<file path="src/md_pkg.sv">
package md_pkg;

  ////////////////////////////////////////
  // widths
  ////////////////////////////////////////

  // operand and result word
  typedef logic [31:0] md_word_t;

  // adder operand, word in the upper bits and carry-in in bit 0
  typedef logic [32:0] md_opnd_t;

  // extended adder output
  typedef logic [33:0] md_sum_t;

  ////////////////////////////////////////
  // encodings
  ////////////////////////////////////////

  typedef enum logic [3:0] {
    FN_ADD    = 4'd0,
    FN_SUB    = 4'd1,
    FN_MUL    = 4'd2,
    FN_MULH   = 4'd3,
    FN_MULHSU = 4'd4,
    FN_MULHU  = 4'd5,
    FN_DIV    = 4'd6,
    FN_DIVU   = 4'd7,
    FN_REM    = 4'd8,
    FN_REMU   = 4'd9
  } md_func_e;

  // kernel operator
  typedef enum logic [1:0] {
    MD_OP_MULL,
    MD_OP_MULH,
    MD_OP_DIV,
    MD_OP_REM
  } md_op_e;

  ////////////////////////////////////////
  // bundles
  ////////////////////////////////////////

  typedef struct packed {
    md_func_e func;
    md_word_t op_a;
    md_word_t op_b;
  } md_req_t;

  // signed_mode bit 0 for operand a, bit 1 for operand b
  typedef struct packed {
    logic       mult_en;
    logic       div_en;
    logic [1:0] signed_mode;
    md_op_e     operator;
  } md_ctrl_t;

  typedef struct packed {
    md_opnd_t opnd_a;
    md_opnd_t opnd_b;
  } md_adder_req_t;

  typedef struct packed {
    md_sum_t  sum_ext;
    md_word_t result;
    logic     is_zero;
  } md_adder_rsp_t;

endpackage

</file>
<file path="src/md_alu.sv">
`timescale 1ns/1ps

module md_alu (
  input  logic                  div_en_i,
  input  md_pkg::md_req_t       req_i,
  input  md_pkg::md_adder_req_t adder_req_i,
  output md_pkg::md_adder_rsp_t adder_rsp_o
);

  import md_pkg::*;

  md_opnd_t opnd_a;
  md_opnd_t opnd_b;
  md_sum_t  sum_ext;
  logic     is_sub;

  assign is_sub = (req_i.func == FN_SUB);

  ////////////////////////////////////////
  // operand selection
  ////////////////////////////////////////

  always_comb begin : operand_mux
    if (div_en_i) begin
      // divider owns the adder
      opnd_a = adder_req_i.opnd_a;
      opnd_b = adder_req_i.opnd_b;
    end else if (is_sub) begin
      // a + ~b + 1
      opnd_a = {req_i.op_a, 1'b1};
      opnd_b = {~req_i.op_b, 1'b1};
    end else begin
      opnd_a = {req_i.op_a, 1'b0};
      opnd_b = {req_i.op_b, 1'b0};
    end
  end

  ////////////////////////////////////////
  // adder
  ////////////////////////////////////////

  // bit 0 only carries the carry-in into bit 1
  assign sum_ext = {1'b0, opnd_a} + {1'b0, opnd_b};

  assign adder_rsp_o.sum_ext = sum_ext;
  assign adder_rsp_o.result  = sum_ext[32:1];
  // zero test on the word, 0 - b is zero only for b zero
  assign adder_rsp_o.is_zero = (sum_ext[32:1] == '0);

endmodule

</file>
<file path="src/md_issue.sv">
`timescale 1ns/1ps

module md_issue (
  input  logic             clk_i,
  input  logic             rst_ni,
  input  logic             req_valid_i,
  input  md_pkg::md_req_t  req_i,
  input  logic             ready_i,
  output logic             busy_o,
  output md_pkg::md_req_t  held_req_o,
  output md_pkg::md_ctrl_t ctrl_o,
  output logic             use_alu_o,
  output logic             done_o
);

  import md_pkg::*;

  typedef enum logic {
    ISSUE_IDLE,
    ISSUE_EXEC
  } issue_state_e;

  issue_state_e state_q;
  md_ctrl_t     ctrl_q;
  md_ctrl_t     dec_ctrl;
  md_req_t      req_q;
  logic         use_alu_q;
  logic         dec_alu;
  logic         accept;

  assign accept = req_valid_i && (state_q == ISSUE_IDLE);

  // function to kernel controls
  always_comb begin : decode
    dec_ctrl = '0;
    dec_alu  = 1'b0;
    case (req_i.func)
      FN_MUL: begin
        dec_ctrl.mult_en     = 1'b1;
        dec_ctrl.signed_mode = 2'b11;
        dec_ctrl.operator    = MD_OP_MULL;
      end
      FN_MULH: begin
        dec_ctrl.mult_en     = 1'b1;
        dec_ctrl.signed_mode = 2'b11;
        dec_ctrl.operator    = MD_OP_MULH;
      end
      FN_MULHSU: begin
        dec_ctrl.mult_en     = 1'b1;
        dec_ctrl.signed_mode = 2'b01;
        dec_ctrl.operator    = MD_OP_MULH;
      end
      FN_MULHU: begin
        dec_ctrl.mult_en     = 1'b1;
        dec_ctrl.signed_mode = 2'b00;
        dec_ctrl.operator    = MD_OP_MULH;
      end
      FN_DIV, FN_DIVU: begin
        dec_ctrl.div_en      = 1'b1;
        dec_ctrl.signed_mode = (req_i.func == FN_DIV) ? 2'b11 : 2'b00;
        dec_ctrl.operator    = MD_OP_DIV;
      end
      FN_REM, FN_REMU: begin
        dec_ctrl.div_en      = 1'b1;
        dec_ctrl.signed_mode = (req_i.func == FN_REM) ? 2'b11 : 2'b00;
        dec_ctrl.operator    = MD_OP_REM;
      end
      // add, sub and unused codes go to the alu
      default: dec_alu = 1'b1;
    endcase
  end

  always_ff @(posedge clk_i or negedge rst_ni) begin : issue_fsm
    if (!rst_ni) begin
      state_q   <= ISSUE_IDLE;
      ctrl_q    <= '0;
      use_alu_q <= 1'b0;
    end else begin
      case (state_q)
        ISSUE_IDLE: begin
          if (accept) begin
            state_q   <= ISSUE_EXEC;
            ctrl_q    <= dec_ctrl;
            use_alu_q <= dec_alu;
          end
        end
        ISSUE_EXEC: begin
          if (done_o) begin
            state_q        <= ISSUE_IDLE;
            ctrl_q.mult_en <= 1'b0;
            ctrl_q.div_en  <= 1'b0;
          end
        end
        default: state_q <= ISSUE_IDLE;
      endcase
    end
  end

  always_ff @(posedge clk_i) begin : req_hold
    if (accept) begin
      req_q <= req_i;
    end
  end

  // alu ops finish in their only exec cycle
  assign done_o     = (state_q == ISSUE_EXEC) && (use_alu_q || ready_i);
  assign busy_o     = (state_q == ISSUE_EXEC);
  assign held_req_o = req_q;
  assign ctrl_o     = ctrl_q;
  assign use_alu_o  = use_alu_q;

endmodule

</file>
<file path="src/md_multdiv_fast.sv">
`timescale 1ns/1ps

module md_multdiv_fast (
  input  logic                  clk_i,
  input  logic                  rst_ni,
  input  md_pkg::md_ctrl_t      ctrl_i,
  input  md_pkg::md_word_t      op_a_i,
  input  md_pkg::md_word_t      op_b_i,
  input  md_pkg::md_adder_rsp_t adder_rsp_i,
  output md_pkg::md_adder_req_t adder_req_o,
  output md_pkg::md_word_t      multdiv_result_o,
  output logic                  ready_o
);

  import md_pkg::*;

  typedef enum logic [1:0] {
    MULT_ALBL,
    MULT_ALBH,
    MULT_AHBL,
    MULT_AHBH
  } mult_state_e;

  typedef enum logic [2:0] {
    DIV_IDLE,
    DIV_ABS_A,
    DIV_ABS_B,
    DIV_COMP,
    DIV_LAST,
    DIV_SIGN,
    DIV_FINISH
  } div_state_e;

  mult_state_e mult_state_q, mult_state_d;
  div_state_e  div_state_q, div_state_d;
  logic [4:0]  div_cnt_q, div_cnt_d;

  // mac datapath
  logic signed [34:0] mac_ext;
  md_sum_t     mac_sum;
  md_sum_t     mac_res_q;
  md_sum_t     mac_mult_d;
  md_sum_t     mac_div_d;
  md_sum_t     accum;
  logic [15:0] mult_op_a;
  logic [15:0] mult_op_b;
  logic        sign_a;
  logic        sign_b;
  logic        signed_mult;
  logic        mult_ready;

  // divider datapath
  md_word_t numer_q, numer_d;
  md_word_t denom_q, denom_d;
  md_word_t quot_q, quot_d;
  md_word_t one_shift;
  md_word_t rem_diff;
  md_word_t next_rem;
  md_word_t next_quot;
  md_opnd_t add_a;
  md_opnd_t add_b;
  logic     rem_ge;
  logic     div_sign_a;
  logic     div_sign_b;
  logic     quot_neg;
  logic     rem_neg;

  always_ff @(posedge clk_i or negedge rst_ni) begin : state_regs
    if (!rst_ni) begin
      mult_state_q <= MULT_ALBL;
      div_state_q  <= DIV_IDLE;
      div_cnt_q    <= '0;
    end else begin
      if (ctrl_i.mult_en) begin
        mult_state_q <= mult_state_d;
      end
      if (ctrl_i.div_en) begin
        div_state_q <= div_state_d;
        div_cnt_q   <= div_cnt_d;
      end
    end
  end

  always_ff @(posedge clk_i) begin : data_regs
    if (ctrl_i.mult_en) begin
      mac_res_q <= mac_mult_d;
    end else if (ctrl_i.div_en) begin
      mac_res_q <= mac_div_d;
    end
    if (ctrl_i.div_en) begin
      numer_q <= numer_d;
      denom_q <= denom_d;
      quot_q  <= quot_d;
    end
  end

  assign signed_mult = (ctrl_i.signed_mode != 2'b00);

  // 17x17 signed product plus 34-bit accumulator
  assign mac_ext = $signed({sign_a, mult_op_a}) * $signed({sign_b, mult_op_b}) + $signed(accum);
  assign mac_sum = mac_ext[33:0];

  assign multdiv_result_o = ctrl_i.div_en ? mac_res_q[31:0] : mac_mult_d[31:0];
  assign ready_o          = mult_ready | (div_state_q == DIV_FINISH);

  ////////////////////////////////////////
  // multiplier
  ////////////////////////////////////////

  always_comb begin : mult_fsm
    mult_op_a    = op_a_i[15:0];
    mult_op_b    = op_b_i[15:0];
    sign_a       = 1'b0;
    sign_b       = 1'b0;
    accum        = mac_res_q;
    mac_mult_d   = mac_sum;
    mult_state_d = mult_state_q;
    mult_ready   = 1'b0;
    case (mult_state_q)
      MULT_ALBL: begin
        accum        = '0;
        mult_state_d = MULT_ALBH;
      end
      MULT_ALBH: begin
        // al*bh, shifted by 16 via the accumulator
        mult_op_b = op_b_i[31:16];
        sign_b    = ctrl_i.signed_mode[1] & op_b_i[31];
        accum     = {18'b0, mac_res_q[31:16]};
        if (ctrl_i.operator == MD_OP_MULL) begin
          mac_mult_d = {2'b0, mac_sum[15:0], mac_res_q[15:0]};
        end
        mult_state_d = MULT_AHBL;
      end
      MULT_AHBL: begin
        mult_op_a = op_a_i[31:16];
        sign_a    = ctrl_i.signed_mode[0] & op_a_i[31];
        if (ctrl_i.operator == MD_OP_MULL) begin
          // low word done after this product
          accum        = {18'b0, mac_res_q[31:16]};
          mac_mult_d   = {2'b0, mac_sum[15:0], mac_res_q[15:0]};
          mult_ready   = 1'b1;
          mult_state_d = MULT_ALBL;
        end else begin
          mult_state_d = MULT_AHBH;
        end
      end
      MULT_AHBH: begin
        mult_op_a     = op_a_i[31:16];
        mult_op_b     = op_b_i[31:16];
        sign_a        = ctrl_i.signed_mode[0] & op_a_i[31];
        sign_b        = ctrl_i.signed_mode[1] & op_b_i[31];
        // carry of the middle products, sign extended
        accum[17:0]   = mac_res_q[33:16];
        accum[33:18]  = {16{signed_mult & mac_res_q[33]}};
        mult_ready    = 1'b1;
        mult_state_d  = MULT_ALBL;
      end
      default: mult_state_d = MULT_ALBL;
    endcase
  end

  ////////////////////////////////////////
  // divider
  ////////////////////////////////////////

  assign div_sign_a = op_a_i[31] & ctrl_i.signed_mode[0];
  assign div_sign_b = op_b_i[31] & ctrl_i.signed_mode[1];
  assign quot_neg   = div_sign_a ^ div_sign_b;
  assign rem_neg    = div_sign_a;

  // trial subtraction remainder - divisor
  assign rem_diff  = adder_rsp_i.sum_ext[32:1];
  assign one_shift = {31'b0, 1'b1} << div_cnt_q;
  assign next_rem  = rem_ge ? rem_diff : mac_res_q[31:0];
  assign next_quot = rem_ge ? (quot_q | one_shift) : quot_q;

  // differing sign bits mean the subtraction may have wrapped
  always_comb begin : compare
    if ((mac_res_q[31] ^ denom_q[31]) == 1'b0) begin
      rem_ge = (rem_diff[31] == 1'b0);
    end else begin
      rem_ge = mac_res_q[31];
    end
  end

  always_comb begin : div_fsm
    div_cnt_d   = div_cnt_q - 5'd1;
    mac_div_d   = mac_res_q;
    quot_d      = quot_q;
    numer_d     = numer_q;
    denom_d     = denom_q;
    div_state_d = div_state_q;
    // 0 - b by default
    add_a       = {32'h0, 1'b1};
    add_b       = {~op_b_i, 1'b1};
    case (div_state_q)
      DIV_IDLE: begin
        // preload the divide-by-zero result
        if (ctrl_i.operator == MD_OP_DIV) begin
          mac_div_d = '1;
        end else begin
          mac_div_d = {2'b0, op_a_i};
        end
        div_state_d = adder_rsp_i.is_zero ? DIV_FINISH : DIV_ABS_A;
        div_cnt_d   = 5'd31;
      end
      DIV_ABS_A: begin
        quot_d      = '0;
        numer_d     = div_sign_a ? adder_rsp_i.result : op_a_i;
        add_b       = {~op_a_i, 1'b1};
        div_cnt_d   = 5'd31;
        div_state_d = DIV_ABS_B;
      end
      DIV_ABS_B: begin
        // remainder starts with the top dividend bit
        mac_div_d   = {33'h0, numer_q[31]};
        denom_d     = div_sign_b ? adder_rsp_i.result : op_b_i;
        div_cnt_d   = 5'd31;
        div_state_d = DIV_COMP;
      end
      DIV_COMP: begin
        mac_div_d   = {1'b0, next_rem, numer_q[div_cnt_d]};
        quot_d      = next_quot;
        add_a       = {mac_res_q[31:0], 1'b1};
        add_b       = {~denom_q, 1'b1};
        div_state_d = (div_cnt_q == 5'd1) ? DIV_LAST : DIV_COMP;
      end
      DIV_LAST: begin
        // keep only the value the operator asks for
        if (ctrl_i.operator == MD_OP_DIV) begin
          mac_div_d = {2'b0, next_quot};
        end else begin
          mac_div_d = {2'b0, next_rem};
        end
        add_a       = {mac_res_q[31:0], 1'b1};
        add_b       = {~denom_q, 1'b1};
        div_state_d = DIV_SIGN;
      end
      DIV_SIGN: begin
        if (ctrl_i.operator == MD_OP_DIV) begin
          mac_div_d = quot_neg ? {2'b0, adder_rsp_i.result} : mac_res_q;
        end else begin
          mac_div_d = rem_neg ? {2'b0, adder_rsp_i.result} : mac_res_q;
        end
        add_b       = {~mac_res_q[31:0], 1'b1};
        div_state_d = DIV_FINISH;
      end
      DIV_FINISH: begin
        div_state_d = DIV_IDLE;
      end
      default: div_state_d = DIV_IDLE;
    endcase
  end

  assign adder_req_o.opnd_a = add_a;
  assign adder_req_o.opnd_b = add_b;

endmodule

</file>
<file path="src/md_unit_top.sv">
`timescale 1ns/1ps

module md_unit_top (
  input  logic             clk_i,
  input  logic             rst_ni,
  input  logic             req_valid_i,
  input  md_pkg::md_req_t  req_i,
  output logic             busy_o,
  output logic             result_valid_o,
  output md_pkg::md_word_t result_o
);

  import md_pkg::*;

  md_req_t       held_req;
  md_ctrl_t      ctrl;
  md_adder_req_t adder_req;
  md_adder_rsp_t adder_rsp;
  md_word_t      multdiv_result;
  logic          kernel_ready;
  logic          use_alu;
  logic          done;

  md_issue u_issue (
    .clk_i       (clk_i),
    .rst_ni      (rst_ni),
    .req_valid_i (req_valid_i),
    .req_i       (req_i),
    .ready_i     (kernel_ready),
    .busy_o      (busy_o),
    .held_req_o  (held_req),
    .ctrl_o      (ctrl),
    .use_alu_o   (use_alu),
    .done_o      (done)
  );

  // shared adder for add/sub and the divider
  md_alu u_alu (
    .div_en_i    (ctrl.div_en),
    .req_i       (held_req),
    .adder_req_i (adder_req),
    .adder_rsp_o (adder_rsp)
  );

  md_multdiv_fast u_multdiv (
    .clk_i            (clk_i),
    .rst_ni           (rst_ni),
    .ctrl_i           (ctrl),
    .op_a_i           (held_req.op_a),
    .op_b_i           (held_req.op_b),
    .adder_rsp_i      (adder_rsp),
    .adder_req_o      (adder_req),
    .multdiv_result_o (multdiv_result),
    .ready_o          (kernel_ready)
  );

  md_writeback u_writeback (
    .clk_i            (clk_i),
    .rst_ni           (rst_ni),
    .done_i           (done),
    .use_alu_i        (use_alu),
    .alu_result_i     (adder_rsp.result),
    .multdiv_result_i (multdiv_result),
    .result_valid_o   (result_valid_o),
    .result_o         (result_o)
  );

endmodule

</file>
<file path="src/md_writeback.sv">
`timescale 1ns/1ps

module md_writeback (
  input  logic             clk_i,
  input  logic             rst_ni,
  input  logic             done_i,
  input  logic             use_alu_i,
  input  md_pkg::md_word_t alu_result_i,
  input  md_pkg::md_word_t multdiv_result_i,
  output logic             result_valid_o,
  output md_pkg::md_word_t result_o
);

  import md_pkg::*;

  md_word_t result_sel;
  md_word_t result_q;
  logic     valid_q;

  // alu word for add/sub, kernel word otherwise
  assign result_sel = use_alu_i ? alu_result_i : multdiv_result_i;

  always_ff @(posedge clk_i or negedge rst_ni) begin : wb_regs
    if (!rst_ni) begin
      valid_q  <= 1'b0;
      result_q <= '0;
    end else begin
      valid_q <= done_i;
      // held between results
      if (done_i) begin
        result_q <= result_sel;
      end
    end
  end

  assign result_valid_o = valid_q;
  assign result_o       = result_q;

endmodule
</file>
<file path="config.mk">
export PLATFORM = sky130hd
export DESIGN_NAME = md_unit_top
export DESIGN_NICKNAME = d
export VERILOG_FILES = /design/src/md_pkg.sv /design/src/md_alu.sv /design/src/md_issue.sv /design/src/md_multdiv_fast.sv /design/src/md_unit_top.sv /design/src/md_writeback.sv
export SDC_FILE = /design/constraint.sdc
export NUM_CORES = 2
export LEC_CHECK = 0
export BUFFER_PORTS_ARGS = -buffer_cell sky130_fd_sc_hd__buf_2
export CAP_MARGIN = 10
export CORE_MARGIN = 2
export CORE_UTILIZATION = 30
export CTS_CLUSTER_SIZE = 16
export DETAILED_ROUTE_END_ITERATION = 10
export PLACE_DENSITY = 0.52
export SLEW_MARGIN = 15
export SYNTH_ARGS = -nofsm -noshare
export SYNTH_HDL_FRONTEND = slang
export SYNTH_SLANG_ARGS = --single-unit
</file>
<file path="constraint.sdc">
create_clock -name clk_i -period 10.4 [get_ports clk_i]
set_input_delay 0 -clock clk_i [delete_from_list [all_inputs] [get_ports clk_i]]
set_output_delay 0 -clock clk_i [all_outputs]
set_load 0.01 [all_outputs]
</file>
After elaboration in Yosys (flattened, before gate mapping)
Cells that the tools add are included. W data, S select, Z words.

Bits of input ports: 71. Register bits: 249. Output and inout bits: 34. Logic and storage cells: 140.

Equality and inequality tests: 24. Mux-type cells: 52. Magnitude comparators: 1. Add/sub/neg operators: 3. Reduce and logical (&&, ||, !) cells: 27. Shift operators: 1. Bitwise gates (word level): 13. Multipliers: 1.

Operators by type and width (number): $mux W34 (9); $mux W32 (7); $pmux W34 S5 (1); $pmux W34 S4 (1); $mux W33 (4); $not A32 Y32 (4); $pmux W33 S3 (1); $pmux W32 S2 (1); $add A34 B34 Y34 (1); $mul A17 B17 Y34 (1); $add A33 B33 Y33 (1); $logic_not A32 Y1 (1); $mux W16 (2); $or A32 B32 Y32 (1); $shl A1 B5 Y32 const A (1); $pmux W4 S6 (1); $pmux W3 S6 (1); $eq A4 B3 Y1 const B (4); $reduce_or A2 Y1 (6); $mux W1 (11); $reduce_and A2 Y1 (5); $eq A3 B3 Y1 const B (3); $eq A4 B2 Y1 const B (2); $eq A4 B4 Y1 const B (2); other kinds (33) (51).

Logic depth before layout (Yosys ltp)
Word-level depth: 12. Depth in mapped cells: 33. Gate-level depth less buffers: 29.

Hierarchy
From an unflattened synthesis, not the netlist that was laid out.

Cell total of the unflattened synthesis: 3354. Area, all modules: 30606.9 um^2.

Modules (own cells, without submodules): md_multdiv_fast (sequential area each 4154.0 um^2, area each 23521.3 um^2, times used 1, cells each 2658); md_alu (sequential area each 0.0 um^2, area each 3080.5 um^2, times used 1, cells each 444); md_issue (sequential area each 2242.2 um^2, area each 2473.6 um^2, times used 1, cells each 112); md_writeback (sequential area each 825.8 um^2, area each 1531.5 um^2, times used 1, cells each 140).

Least setup slack after synthesis
Ideal clock, no wire load.

Path kind: register -> register. Start point: register u_multdiv.mult_state_q[0]. End point: register u_writeback.result_q[31] (netlist: u_writeback.result_o[31]). Setup time: 0.126 ns. Buffers on the path: 4. Setup slack: 1.492 ns. Arrival: 8.782 ns. Data required time: 10.274 ns. Period minus slack after synthesis: 8.908 ns. Stages on the path, launching flop included: 32. Path through: dfrtp_1 > clkbuf_1 > buf_1 > inv_1 > ha_1 > nor2_1 > buf_1 > buf_1 > nor2_1 > nand2_1 > fa_1 > inv_1 > fa_1 > inv_1 > fa_1 > fa_1 > inv_1 > fa_1 > inv_1 > fa_1 > inv_1 > ha_1 > and3_1 > a31oi_1 > nand2_1 > o2111ai_1 > a31oi_1 > a311oi_1 > or2_1 > mux2i_1 > a31oi_1 > a221o_1.

Cells in the longest elaborated chain, start to end: 9. Elaborated cells on any way between the ends: 22. Classes of those cells: 1 x add/sub; 1 x mul; 3 x eq/ne; 10 x mux; 1 x bitwise; 6 x reduce/logical.

RTL lines: start, declared (line md_multdiv_fast.sv:34) `mult_state_e mult_state_q, mult_state_d;`; start signal, assigned (line md_multdiv_fast.sv:75) `mult_state_q <= mult_state_d;`; $eq A2 B2 Y1 or $eq A2 B1 Y1 (tied branches) (line md_multdiv_fast.sv:119) `case (mult_state_q)`; $reduce_or A2 Y1 (no source line); $mux W16 or $mux W1 (tied branches); $mul A17 B17 Y34 (line md_multdiv_fast.sv:100) `assign mac_ext = $signed({sign_a, mult_op_a}) * $signed({sign_b, mult_op_b}) + $signed(accum);`; $add A34 B34 Y34 (line md_multdiv_fast.sv:100); $mux W34 (line md_multdiv_fast.sv:129, md_multdiv_fast.sv:137); $mux W34; $mux W32 (line md_multdiv_fast.sv:103) `assign multdiv_result_o = ctrl_i.div_en ? mac_res_q[31:0] : mac_mult_d[31:0];`; $mux W32 (line md_writeback.sv:21) `assign result_sel = use_alu_i ? alu_result_i : multdiv_result_i;`; end signal, assigned (line md_writeback.sv:31) `result_q <= result_sel;`; end, declared (line md_writeback.sv:17) `md_word_t result_q;`.

Parallel ways exist; a longest one is shown, timed or not. A chain may end at the register's enable or synchronous reset.

Worst setup path in the final report
Ends and elaborated chain as after synthesis.

==> flow_metrics.py <==
metrics = {
    "critical_path": {
        "r2r-end": "u_writeback.result_o[31]$_DFFE_PN0P_",
        "max_stage_delay_ps": 890,
        "end_kind": "flop",
        "cpMostUsedCell": "fa_1",
        "critPathKind": "flop to flop",
        "cp-start-kind": "flop",
        "reg2reg_from": "u_multdiv.mult_state_q[0]$_DFFE_PN0P_",
        "required_ps": 10920,
        "crit_fanout": 28,
        "slowest_stage": "mux2i_1",
        "r2r_cells": 28,
        "cp_data_arrival_time_ps": 10060,
        "rrSetupSlack_ps": 860,
    },
    "timing": {
        "maxSlewHeadroom_pct": 17.33,
        "drv_slew": 0,
        "tightest_slew_ps": 1236,
        "final.period_utilization_pct": 91.72,
        "tns_ps": 0,
        "grt_setup_unrepaired": "no",
        "setup_viol": 0,
        "fmax_mhz": 104.8,
        "min_period_ps": 9539,
        "fin_skew_ps": 50.42,
        "hold_violations": 0,
    },
    "yosys": {
        "seq_area_frac_synth_pct": 23.87,
        "synth_flop_cell": "edfxtp_1",
        "synth_edf_count": 198,
        "synth_nets": 3883,
        "netlist_instances": 3330,
        "yosysTopAreaCellShare_pct": 22.49,
        "ys_ff_latch": 249,
        "ys_top_cells_by_count": "inv_1, nand2_1, fa_1",
        "ys_types": 107,
        "syn_area_sq_mm": 0.03026,
        "synthArstFlopShare_pct": 20.48,
        "syn_avg_cell_area_sq_um": 9.087,
        "post-synth-top-count-cell": "inv_1",
        "yosys_warnings": 0,
        "synth_area_leader_cell": "fa_1",
        "synth_area_leaders": "fa_1, edfxtp_1, ha_1",
    },
    "clocking": {
        "cts_sinks": 249,
        "ctsHoldBuffers": 70,
        "cts_buffer_depth": 3,
        "cts_made_buffers": 30,
        "postCtsSetupRepairBufs": 0,
        "post_cts_resized": 0,
        "clk_pin_slew_worst_paths_ps": 70,
        "cts_tree": "yes",
        "cts-root-buf": "clkbuf_16",
        "clk_latency_ps": 650,
        "htree_levels": 1,
    },
    "grt": {
        "grt-ovfl-total": 0,
        "grt_antenna_before_repair": 9,
        "grt_pass1_vias": 25970,
        "grt_pass1_wl_um": 189800,
        "grt_usage_pct": 25.41,
        "grt_max_degree": 63,
    },
    "worst_hold_path": {
        "min_to": "u_issue.held_req_o[54]$_DFFE_PP_",
        "hold_path_class": "input port to flop",
        "hold_depth": 2,
        "hold_path.startpoint": "req_i[54]",
    },
    "route": {
        "drtIter0Drc": 3350,
        "postRouteAntennaNets": 0,
        "vias": 27020,
        "drt-pass1-iter-count": 8,
        "drt-total-wl_um": 133000,
        "wl_per_cell_um": 27.81,
        "drc": 0,
        "routed_via_density": 5.650,
    },
    "die": {
        "fp.dieH_um": 321.6,
        "start_util_pct": 30.26,
        "ios": 105,
        "core-area_sq_mm": 0.1000,
        "rows": 116,
        "die_area_sq_mm": 0.1034,
        "die_w_um": 321.6,
    },
    "placement": {
        "gp_congestion": 1.036,
        "post-dp-hpwl_um": 101300,
        "io_buffers": 104,
    },
    "job": {
        "cap_violations": 0,
    },
    "layout": {
        "final_nets": 4008,
        "fill_cells": 10360,
        "area_growth_pct": 13.20,
        "drive_gt1_share_pct": 12.56,
    },
    "status": {
        "status": "completed",
    },
}
layout make-up:
| type | instances | area [sq um] | area share (%) |
|---|---|---|---|
| Timing Repair Buffer | 286 | 2062 | 6.019 |
| Sequential cell | 249 | 7224 | 21.09 |
| Clock buffer | 38 | 833.3 | 2.433 |
| Inverter | 462 | 1734 | 5.062 |
| Antenna cell | 6 | 15.01 | 0.04383 |
| Clock inverter | 18 | 182.7 | 0.5333 |
| Tap cell | 1298 | 1624 | 4.741 |
| Multi-Input combinational cell | 2426 | 20580 | 60.08 |
cells by family (layout without fill, tap and decap cells):
kind of cell / Yosys count / after routing / share of synthesized area (%)
buffers and inverters: 655 / 804 / 8.390
and+or+nand+nor: 923 / 923 / 13.21
DFF: 249 / 249 / 23.87
other: 0 / 6 / 0
xor gates and xnor gates: 118 / 118 / 3.415
adders and majority gates: 482 / 482 / 28.36
muxes: 150 / 150 / 5.747
AOI/OAI and AO/OA: 753 / 753 / 17.01
metal layers:
| metal | vias to the layer above | track usage, % | share of wire, % |
|---|---|---|---|
| met5 | - | 0.5201 | 0.098 |
| met1 | 13460 | 35.27 | 42 |
| li1 | 11600 | - | - |
| met2 | 1599 | 37.14 | 42 |
| met4 | 10 | 11.77 | 5.5 |
| met3 | 354 | 6.061 | 11 |
registers in the layout, indices dropped and copies added, names as in the netlist:
| signal | cells |
|---|---|
| u_issue.busy_o | 1 |
| u_issue.ctrl_o | 6 |
| u_issue.held_req_o | 68 |
| u_issue.use_alu_o | 1 |
| u_multdiv.denom_q | 32 |
| u_multdiv.div_cnt_q | 5 |
| u_multdiv.div_state_q | 3 |
| u_multdiv.mac_res_q | 34 |
| u_multdiv.mult_state_q | 2 |
| u_multdiv.numer_q | 32 |
| u_multdiv.quot_q | 32 |
| u_writeback.result_o | 32 |
| u_writeback.result_valid_o | 1 |
worst max-delay path, delay by kind of cell (launching register included):
kind	cells	cell delay, ps
fa+ha+maj	8	3700
compound gates	7	1980
mux	2	1200
buf+inv	7	1160
simple gates	4	1010
flops	1	380
stage by stage:
| step | instances | instance area, sq um | hold WS, ps | setup slack [ps] | util (%) |
|---|---|---|---|---|---|
| after floorplan | 3330 | 30260 | -295.6 | 1492 | - |
| after global placement | 4651 | 32520 | 176.4 | 1185 | 32.52 |
| after detailed placement | 4651 | 32520 | 178.1 | 1011 | 32.52 |
| after CTS | 4777 | 34240 | 44.70 | 950.1 | 34.24 |
| after global routing | 4777 | 34240 | 52.49 | 487.9 | 34.24 |
| final | 4783 | 34260 | 60.71 | 860.9 | 34.26 |
cell usage in the layout, fill, tap and decap left out, types with 23 or more instances in the layout:
cell type,instances
xnor2_1,65
ha_1,142
xor2_1,52
dlygate4sd3_1,70
buf_4,112
fa_1,340
edfxtp_1,198
o2bb2ai_1,32
o21ai_0,185
a22oi_1,79
nor3_1,23
a21o_1,39
buf_2,104
mux2i_1,46
nor2_1,292
mux2_2,86
nand3_1,43
clkbuf_16,32
o221ai_1,34
nand2_1,417
a21oi_1,142
inv_1,458
a31oi_1,33
dfrtp_1,49
how the worst max path moves through the flow:
stage / start / to / slack [ps] / depth (start not counted)
after detailed placement: u_multdiv.mult_state_q[0]$_DFFE_PN0P_ / u_writeback.result_o[31]$_DFFE_PN0P_ / 1010 / 28
after global placement: u_multdiv.mult_state_q[0]$_DFFE_PN0P_ / u_writeback.result_o[31]$_DFFE_PN0P_ / 1190 / 28
after global routing: u_multdiv.mult_state_q[0]$_DFFE_PN0P_ / u_writeback.result_o[31]$_DFFE_PN0P_ / 490 / 28
after CTS: u_multdiv.mult_state_q[0]$_DFFE_PN0P_ / u_writeback.result_o[31]$_DFFE_PN0P_ / 950 / 28
after floorplan: u_multdiv.mult_state_q[0]$_DFFE_PN0P_ / u_writeback.result_o[31]$_DFFE_PN0P_ / 1490 / 31
final: u_multdiv.mult_state_q[0]$_DFFE_PN0P_ / u_writeback.result_o[31]$_DFFE_PN0P_ / 860 / 28
Power is left out: the tool's default activity adds up to more than one toggle a clock period on the data nets, which glitch-free logic cannot reach.
